<file path="config.mk">
export PLATFORM = sky130hd
export DESIGN_NAME = cpu_core
export DESIGN_NICKNAME = d
export VERILOG_FILES = /design/src/verilog/cpu_pkg.sv /design/src/verilog/cpu_core.sv /design/src/verilog/decode_stage.sv /design/src/verilog/execute_stage.sv /design/src/verilog/memory_stage.sv
export VERILOG_INCLUDE_DIRS = /design/src /design/src/verilog
export SDC_FILE = /design/constraint.sdc
export NUM_CORES = 2
export LEC_CHECK = 0
export BUFFER_PORTS_ARGS = -buffer_cell sky130_fd_sc_hd__buf_2
export CELL_PAD_IN_SITES_DETAIL_PLACEMENT = 0
export CELL_PAD_IN_SITES_GLOBAL_PLACEMENT = 1
export CORE_AREA = 2 2 758 458
export DETAILED_ROUTE_END_ITERATION = 10
export DIE_AREA = 0 0 760 460
export PLACE_DENSITY = 0.6
export SLEW_MARGIN = 15
export SYNTH_ARGS = -nofsm -noshare
export SYNTH_HDL_FRONTEND = slang
export SYNTH_SLANG_ARGS = --single-unit
</file>
<file path="constraint.sdc">
create_clock -name clk -period 11.6 [get_ports clk]
set_input_delay 0.58 -clock clk [delete_from_list [all_inputs] [get_ports clk]]
set_output_delay 0.58 -clock clk [all_outputs]
set_load 0.01 [all_outputs]
</file>
<file path="src/verilog/cpu_settings.svh">
`ifndef CPU_SETTINGS_SVH
`define CPU_SETTINGS_SVH

// datapath widths
`define DATA_WIDTH      32
`define INST_WIDTH      32
`define NUM_REGS        32
`define REG_ADDR_WIDTH  5
`define IMM_WIDTH       16

// data ram, in words
`define DMEM_DEPTH      64
`define DMEM_ADDR_WIDTH 6

// instruction fields
`define OPCODE_MSB 31
`define OPCODE_LSB 26
`define RS_MSB     25
`define RS_LSB     21
`define RT_MSB     20
`define RT_LSB     16
`define RD_MSB     15
`define RD_LSB     11
`define IMM_MSB    15
`define IMM_LSB    0
`define FUNCT_MSB  5
`define FUNCT_LSB  0

`endif

</file>
<file path="src/verilog/cpu_pkg.sv">
`include "cpu_settings.svh"

package cpu_pkg;

  typedef logic [`DATA_WIDTH-1:0]     data_t;
  typedef logic [`INST_WIDTH-1:0]     inst_t;
  typedef logic [`REG_ADDR_WIDTH-1:0] reg_addr_t;
  typedef logic [`IMM_WIDTH-1:0]      imm_t;

  ////////////////////
  // encodings

  typedef enum logic [`OPCODE_MSB-`OPCODE_LSB:0] {
    OP_RTYPE = 6'h00,
    OP_ADDI  = 6'h08,
    OP_ORI   = 6'h0d,
    OP_LW    = 6'h23,
    OP_SW    = 6'h2b
  } opcode_t;

  // r-type only
  typedef enum logic [`FUNCT_MSB-`FUNCT_LSB:0] {
    FN_ADD = 6'h20,
    FN_SUB = 6'h22,
    FN_AND = 6'h24,
    FN_OR  = 6'h25,
    FN_SLT = 6'h2a
  } funct_t;

  typedef enum logic [2:0] {
    ALU_ADD = 3'd0,
    ALU_SUB = 3'd1,
    ALU_AND = 3'd2,
    ALU_OR  = 3'd3,
    ALU_SLT = 3'd4
  } alu_op_t;

  ////////////////////
  // stage registers

  typedef struct packed {
    logic    reg_write;
    logic    mem_read;
    logic    mem_write;
    logic    use_imm;
    alu_op_t alu_op;
  } ctrl_t;

  typedef struct packed {
    logic      valid;
    ctrl_t     ctrl;
    reg_addr_t rs;
    reg_addr_t rt;
    reg_addr_t dst;
    data_t     rs_data;
    data_t     rt_data;
    imm_t      imm;
  } id_ex_t;

  typedef struct packed {
    logic      valid;
    logic      reg_write;
    logic      mem_read;
    logic      mem_write;
    reg_addr_t dst;
    data_t     alu_result;
    data_t     store_data;
  } ex_mem_t;

  // register write port and retire strobe
  typedef struct packed {
    logic      valid;
    logic      write;
    reg_addr_t dst;
    data_t     data;
  } wb_t;

endpackage

</file>
<file path="src/verilog/cpu_core.sv">
`timescale 1ns/100ps

module cpu_core (
  input  logic           clk,
  input  logic           rst_n,
  input  logic           inst_valid,
  input  cpu_pkg::inst_t inst,
  output cpu_pkg::wb_t   retire
);

  import cpu_pkg::*;

  id_ex_t  id_ex;
  ex_mem_t ex_mem;

  ////////////////////
  // decode

  decode_stage decode_stage_i (
    .clk        (clk),
    .rst_n      (rst_n),
    .inst_valid (inst_valid),
    .inst       (inst),
    .wb         (retire),
    .id_ex      (id_ex)
  );

  ////////////////////
  // execute

  execute_stage execute_stage_i (
    .clk    (clk),
    .rst_n  (rst_n),
    .id_ex  (id_ex),
    .wb     (retire),
    .ex_mem (ex_mem)
  );

  ////////////////////
  // memory and writeback

  // wb doubles as register write port and retire strobe
  memory_stage memory_stage_i (
    .clk    (clk),
    .rst_n  (rst_n),
    .ex_mem (ex_mem),
    .wb     (retire)
  );

endmodule

</file>
<file path="src/verilog/decode_stage.sv">
`timescale 1ns/100ps
`include "cpu_settings.svh"

module decode_stage (
  input  logic            clk,
  input  logic            rst_n,
  input  logic            inst_valid,
  input  cpu_pkg::inst_t  inst,
  input  cpu_pkg::wb_t    wb,
  output cpu_pkg::id_ex_t id_ex
);

  import cpu_pkg::*;

  logic      inst_valid_q;
  inst_t     inst_q;
  opcode_t   opcode;
  funct_t    funct;
  reg_addr_t rs;
  reg_addr_t rt;
  reg_addr_t rd;
  reg_addr_t dst;
  imm_t      imm;
  ctrl_t     ctrl;
  data_t     rs_data;
  data_t     rt_data;
  data_t     regs [`NUM_REGS];

  // r0 reads zero, same-cycle write is passed through
  function automatic data_t rf_read(reg_addr_t idx, data_t entry, wb_t wr);
    data_t val;
    if (idx == '0) begin
      val = '0;
    end else if (wr.write && wr.dst == idx) begin
      val = wr.data;
    end else begin
      val = entry;
    end
    return val;
  endfunction

  ////////////////////
  // instruction capture

  always_ff @(posedge clk or negedge rst_n) begin
    if (!rst_n) begin
      inst_valid_q <= 1'b0;
    end else begin
      inst_valid_q <= inst_valid;
    end
  end

  always_ff @(posedge clk) begin
    if (inst_valid) begin
      inst_q <= inst;
    end
  end

  assign opcode = opcode_t'(inst_q[`OPCODE_MSB:`OPCODE_LSB]);
  assign funct  = funct_t'(inst_q[`FUNCT_MSB:`FUNCT_LSB]);
  assign rs     = inst_q[`RS_MSB:`RS_LSB];
  assign rt     = inst_q[`RT_MSB:`RT_LSB];
  assign rd     = inst_q[`RD_MSB:`RD_LSB];
  assign imm    = inst_q[`IMM_MSB:`IMM_LSB];

  ////////////////////
  // control

  always_comb begin
    ctrl = '0;
    case (opcode)
      OP_RTYPE: begin
        ctrl.reg_write = 1'b1;
        case (funct)
          FN_ADD:  ctrl.alu_op = ALU_ADD;
          FN_SUB:  ctrl.alu_op = ALU_SUB;
          FN_AND:  ctrl.alu_op = ALU_AND;
          FN_OR:   ctrl.alu_op = ALU_OR;
          FN_SLT:  ctrl.alu_op = ALU_SLT;
          default: ctrl.reg_write = 1'b0;
        endcase
      end
      OP_ADDI: begin
        ctrl.reg_write = 1'b1;
        ctrl.use_imm   = 1'b1;
      end
      OP_ORI: begin
        ctrl.reg_write = 1'b1;
        ctrl.use_imm   = 1'b1;
        ctrl.alu_op    = ALU_OR;
      end
      OP_LW: begin
        ctrl.reg_write = 1'b1;
        ctrl.mem_read  = 1'b1;
        ctrl.use_imm   = 1'b1;
      end
      OP_SW: begin
        ctrl.mem_write = 1'b1;
        ctrl.use_imm   = 1'b1;
      end
      // anything else still retires, writing nothing
      default: ctrl = '0;
    endcase
  end

  assign dst = (opcode == OP_RTYPE) ? rd : rt;

  ////////////////////
  // register file

  always_ff @(posedge clk) begin
    if (wb.write) begin
      regs[wb.dst] <= wb.data;
    end
  end

  assign rs_data = rf_read(rs, regs[rs], wb);
  assign rt_data = rf_read(rt, regs[rt], wb);

  always_ff @(posedge clk or negedge rst_n) begin
    if (!rst_n) begin
      id_ex.valid <= 1'b0;
      id_ex.ctrl  <= '0;
    end else begin
      id_ex.valid   <= inst_valid_q;
      id_ex.ctrl    <= inst_valid_q ? ctrl : ctrl_t'('0);
      id_ex.rs      <= rs;
      id_ex.rt      <= rt;
      id_ex.dst     <= dst;
      id_ex.rs_data <= rs_data;
      id_ex.rt_data <= rt_data;
      id_ex.imm     <= imm;
    end
  end

endmodule

</file>
<file path="src/verilog/execute_stage.sv">
`timescale 1ns/100ps
`include "cpu_settings.svh"

module execute_stage (
  input  logic             clk,
  input  logic             rst_n,
  input  cpu_pkg::id_ex_t  id_ex,
  input  cpu_pkg::wb_t     wb,
  output cpu_pkg::ex_mem_t ex_mem
);

  import cpu_pkg::*;

  data_t op_a;
  data_t rt_fwd;
  data_t op_b;
  data_t imm_ext;
  data_t alu_result;
  logic  slt;

  // newest producer wins, loads are not taken from ex/mem
  function automatic data_t forward(reg_addr_t idx, data_t rf_val, ex_mem_t em, wb_t wr);
    data_t val;
    if (em.reg_write && !em.mem_read && em.dst != '0 && em.dst == idx) begin
      val = em.alu_result;
    end else if (wr.write && wr.dst != '0 && wr.dst == idx) begin
      val = wr.data;
    end else begin
      val = rf_val;
    end
    return val;
  endfunction

  ////////////////////
  // operands

  assign op_a   = forward(id_ex.rs, id_ex.rs_data, ex_mem, wb);
  assign rt_fwd = forward(id_ex.rt, id_ex.rt_data, ex_mem, wb);

  // zero extended, also for addi and memory offsets
  assign imm_ext = {{(`DATA_WIDTH-`IMM_WIDTH){1'b0}}, id_ex.imm};

  assign op_b = id_ex.ctrl.use_imm ? imm_ext : rt_fwd;

  ////////////////////
  // alu

  assign slt = $signed(op_a) < $signed(op_b);

  always_comb begin
    case (id_ex.ctrl.alu_op)
      ALU_ADD: alu_result = op_a + op_b;
      ALU_SUB: alu_result = op_a - op_b;
      ALU_AND: alu_result = op_a & op_b;
      ALU_OR:  alu_result = op_a | op_b;
      ALU_SLT: alu_result = {{(`DATA_WIDTH-1){1'b0}}, slt};
      default: alu_result = op_a + op_b;
    endcase
  end

  ////////////////////
  // ex/mem register

  always_ff @(posedge clk or negedge rst_n) begin
    if (!rst_n) begin
      ex_mem.valid     <= 1'b0;
      ex_mem.reg_write <= 1'b0;
      ex_mem.mem_read  <= 1'b0;
      ex_mem.mem_write <= 1'b0;
    end else begin
      ex_mem.valid      <= id_ex.valid;
      ex_mem.reg_write  <= id_ex.ctrl.reg_write;
      ex_mem.mem_read   <= id_ex.ctrl.mem_read;
      ex_mem.mem_write  <= id_ex.ctrl.mem_write;
      ex_mem.dst        <= id_ex.dst;
      // address for loads and stores
      ex_mem.alu_result <= alu_result;
      ex_mem.store_data <= rt_fwd;
    end
  end

endmodule

</file>
<file path="src/verilog/memory_stage.sv">
`timescale 1ns/100ps
`include "cpu_settings.svh"

module memory_stage (
  input  logic             clk,
  input  logic             rst_n,
  input  cpu_pkg::ex_mem_t ex_mem,
  output cpu_pkg::wb_t     wb
);

  import cpu_pkg::*;

  data_t                       dmem [`DMEM_DEPTH];
  logic [`DMEM_ADDR_WIDTH-1:0] addr;
  data_t                       ram_q;
  logic                        load_q;
  wb_t                         wb_q;

  // word addressed, upper address bits ignored
  assign addr = ex_mem.alu_result[`DMEM_ADDR_WIDTH-1:0];

  ////////////////////
  // data ram

  always_ff @(posedge clk) begin
    if (ex_mem.mem_write) begin
      dmem[addr] <= ex_mem.store_data;
    end
  end

  // registered read, lines up with wb_q
  always_ff @(posedge clk) begin
    ram_q <= dmem[addr];
  end

  ////////////////////
  // mem/wb register

  always_ff @(posedge clk or negedge rst_n) begin
    if (!rst_n) begin
      wb_q.valid <= 1'b0;
      wb_q.write <= 1'b0;
      load_q     <= 1'b0;
    end else begin
      wb_q.valid <= ex_mem.valid;
      wb_q.write <= ex_mem.reg_write && (ex_mem.dst != '0);
      wb_q.dst   <= ex_mem.dst;
      wb_q.data  <= ex_mem.alu_result;
      load_q     <= ex_mem.mem_read;
    end
  end

  // result select
  always_comb begin
    wb = wb_q;
    if (load_q) begin
      wb.data = ram_q;
    end
  end

endmodule
</file>
==> results_dict.tcl <==
set metrics [dict create \
    per_instance_average_area_after_synthesis_um2 18.4 \
    number_of_global_route_vias_before_repair 75800 \
    synth-edff-count 3305 \
    finalWeightedCongestion 0.871 \
    drive_above_1_share_pct 20.2 \
    syn_area_um2 137000 \
    drt.antenna.violating_nets 0 \
    timing.final.crit_share_pct 55.9 \
    detailed_place_hpwl_um 261000 \
    crit_required_ns 12.25 \
    critical_path.top_delay_family "compound AO/OA/AOI/OAI gates" \
    pin_count_of_the_biggest_net_entering_global_routing 134 \
    detailedRoute.firstPassIterationCount 5 \
    outcome "finished, final reports clean" \
    seq_area_frac_synth_pct 73.4 \
    critical_path.max_fanout 64 \
    fp.dieH_um 460 \
    post_drt_via_cell_ratio 6.38 \
    yosysMostFrequentCell "sky130_fd_sc_hd__edfxtp_1" \
    dr_vias 79300 \
    gr-usage-all-layers_pct 25.3 \
    sw_frac_of_total_pct 26.7 \
    cts.sinks 3353 \
    netlist.area_leader.share_pct 72.6 \
    synth.distinct_cells 79 \
    timing.final.setup_violations 0 \
    io_pins 74 \
    post_cts_resize_count 0 \
    final_period_minus_worst_setup_slack_ns 6.48 \
    grt_setup_unrepaired "false" \
    die_area_um2 350000 \
    power.share.sequential_pct 49.3 \
    timing.critical_path.from_type "flip-flop" \
    postSynthNetCount 7555 \
    wire_length_of_the_first_global_routing_pass_um 625000 \
    cts_root_buffer "sky130_fd_sc_hd__clkbuf_16" \
    share_of_async_settable_or_async_resettable_flops_after_synthesis_pct 0.477 \
    achievable-frequency_ghz 0.154 \
    flow.area_growth_from_synthesis_pct 12.9 \
    yosys_warnings 0 \
    die_w_um 760 \
    worstSetupPathType "reg2reg" \
    report.final.slew_viol_count 0 \
    io_buffer_count 73 \
    final_net_count 7734 \
    synth_top_cell_by_area "sky130_fd_sc_hd__edfxtp_1" \
    p_clk_share_pct 36.7 \
    cts_htree_levels 5 \
    cts_max_path_buffers 4 \
    final-hold-violation-count 0 \
    route.detailed.wl_per_inst_um 36.5 \
    synthTopCellsByArea "sky130_fd_sc_hd__edfxtp_1, sky130_fd_sc_hd__mux4_2, sky130_fd_sc_hd__a22oi_1" \
    synth_seq_cells 3353 \
    instance_count_of_the_mapped_netlist 7422 \
    critical_path_buffers_and_inverters 3 \
    critical_path_arrival_ns 7.13 \
    floorplan.initialDensity_pct 39.8 \
    clkLatencyLatePin_ns 0.93 \
    cts_tree "built" \
    path_clk_slew_ns 0.07 \
    grt_remaining_overflow 0 \
    switching_power_summed_over_all_nets_w 0.00755 \
    finClkSkew_ns 0.0796 \
    library_cell_contributing_the_largest_single_delay_on_the_critical_path "sky130_fd_sc_hd__nor3_1" \
    tightestPinTransition_ns 1.29 \
    core_area_um2 343000 \
    cellInternalPower_w 0.0207 \
    ir_drop_mv 0.130 \
    drt_first_iter_violations 11900 \
    drt-total-wl_um 454000 \
    postLayoutSetupSlackWorst_ns 5.12 \
    cell_breakdown_of_the_critical_path "or3_1, o31ai_1, nor4_4, buf_4, o21ai_0, o21ai_0, mux2i_1, inv_1, ha_1, fa_1, o21bai_1, a22o_1, a21oi_1, buf_4, nor3_1, o21ai_1, a21oi_1, nor3b_1, or3_1" \
    synth_common_cells "sky130_fd_sc_hd__edfxtp_1, sky130_fd_sc_hd__mux4_2, sky130_fd_sc_hd__a22oi_1" \
    pwr-share-comb_pct 14.0 \
    num_cts_buffers 325 \
    end_kind "flip-flop" \
    drc 0 \
    worst_slew_margin_relative_to_its_limit_pct 13.6 \
    slowest_delay_ns 0.71 \
    drv.max_cap_violation_count 0 \
    placement_row_count 167 \
    initial_antenna_violation_count 18 \
    power-per-cell-area_nw_per_um2 183 \
    power.leakage_nw 47.2 \
    pre_cts_ws_ns 5.25 \
    min_path_type "in2reg" \
    ys_dominant_reg_cell "sky130_fd_sc_hd__edfxtp_1" \
    finalSetupTns_ns 0 \
]
## final timing paths
| check | depth (start not counted) | startpoint | slack (ns) | endpoint |
|---|---|---|---|---|
| setup reg to reg | 19 | memory_stage_i.wb[34] | 5.12 | execute_stage_i.ex_mem[62] |
| setup / recovery | 19 | memory_stage_i.wb[34] | 5.12 | execute_stage_i.ex_mem[62] |
| min in group asynchronous | 2 | rst_n | 0.50 | execute_stage_i.ex_mem[69] |
| hold reg to reg | 0 | decode_stage_i.id_ex[100] | 0.35 | execute_stage_i.ex_mem[70] |
| hold / removal | 1 | inst_valid | 0.20 | decode_stage_i.inst_valid_q |
| max in group asynchronous | 3 | rst_n | 9.78 | decode_stage_i.id_ex[98] |
## placed cells by master (no fill, tap or decap), drive strengths merged, types with 61 or more instances in the layout
cell type / Yosys / layout
mux4: 640 / 640
o21ai: 172 / 172
a22o: 223 / 223
clkbuf: 385 / 410
a221oi: 225 / 225
inv: 130 / 138
nand2: 207 / 207
a211oi: 140 / 140
nor4: 61 / 61
a22oi: 584 / 584
nor2: 183 / 183
a21oi: 113 / 113
buf: 149 / 353
a31oi: 231 / 231
edfxtp: 3305 / 3305
ha: 96 / 96
clkinv: 0 / 130
nor2b: 93 / 93
## worst register-to-register path: stages (launching register included)
cell                       delay, ns
sky130_fd_sc_hd__edfxtp_1       0.58
sky130_fd_sc_hd__or3_1          0.62
sky130_fd_sc_hd__o31ai_1        0.65
sky130_fd_sc_hd__nor4_4         0.12
sky130_fd_sc_hd__buf_4          0.38
sky130_fd_sc_hd__o21ai_0        0.33
sky130_fd_sc_hd__o21ai_0        0.14
sky130_fd_sc_hd__mux2i_1        0.22
sky130_fd_sc_hd__inv_1          0.10
sky130_fd_sc_hd__ha_1           0.23
sky130_fd_sc_hd__fa_1           0.48
sky130_fd_sc_hd__o21bai_1       0.23
sky130_fd_sc_hd__a22o_1         0.20
sky130_fd_sc_hd__a21oi_1        0.07
sky130_fd_sc_hd__buf_4          0.17
sky130_fd_sc_hd__nor3_1         0.71
sky130_fd_sc_hd__o21ai_1        0.17
sky130_fd_sc_hd__a21oi_1        0.32
sky130_fd_sc_hd__nor3b_1        0.09
sky130_fd_sc_hd__or3_1          0.41
## kinds of logic (layout without fill, tap and decap cells)
family | Yosys count | after routing | synth area share [%]
buffers and inverters | 664 | 1093 | 1.91
DFF | 3353 | 3353 | 73.4
other | 0 | 2 | 0
muxes | 696 | 696 | 11.0
AOI/OAI and AO/OA | 1838 | 1838 | 9.90
adders and majority gates | 99 | 99 | 0.916
and+or+nand+nor | 733 | 733 | 2.65
xor gates and xnor gates | 39 | 39 | 0.250
## power groups by stage
stage	Clock [W]	Combinational [W]	Sequential (W)
finish	0.0104	0.00396	0.0139
floorplan	0	0.00214	0.0142
detailed placement	0	0.00391	0.0142
global placement	0	0.00388	0.0142
global route	0.0110	0.00419	0.0139
CTS	0.0105	0.00393	0.0139
## stage by stage
step / instances / util (%) / instance area [um^2] / total power (W) / hold WS [ns]
floorplan: 7422 / - / 137000 / 0.0163 / 0.284
global placement: 11800 / 41.9 / 144000 / 0.0181 / 0.339
detailed placement: 11800 / 41.9 / 144000 / 0.0181 / 0.340
CTS: 12400 / 44.9 / 154000 / 0.0284 / 0.128
global route: 12400 / 44.9 / 154000 / 0.0291 / 0.188
finish: 12400 / 44.9 / 154000 / 0.0283 / 0.202
## metal layers
layer	vias up	wire [um]	part of all wire, %	global-route usage, %
li1	31800	-	-	-
met1	42700	207000	46	40.6
met2	4320	189000	42	35.2
met3	502	49400	11	5.88
met4	2	8010	1.8	4.63
met5	-	13	0.0029	0
## cell type report
type                            count  area [um^2]
Antenna cell                        2         5.00
Clock inverter                    167         1440
Clock buffer                      410         8560
Tap cell                         4563         5710
Timing Repair Buffer              386         3050
Multi-Input combinational cell   3405        34700
Sequential cell                  3353       100000
Fill cell                       29300       189000
Inverter                          130          488
## flip-flops by register name, summed over array words and instances (netlist names)
signal and count:
memory_stage_i.load_q 1, execute_stage_i.ex_mem 73, memory_stage_i.wb 7, decode_stage_i.inst_q 32
decode_stage_i.id_ex 103, memory_stage_i.dmem 2048, memory_stage_i.ram_q 32, decode_stage_i.inst_valid_q 1
decode_stage_i.regs 1024, memory_stage_i.wb_q 32
## what timing repair did
action                                  in CTS  in global routing
hold buffers                                33                  0
buffers inserted                             0                  0
endpoints found under the setup margin       0                  0
hold endpoints to repair                    33                  0
Note: power is estimated with default switching activity, not from simulation.
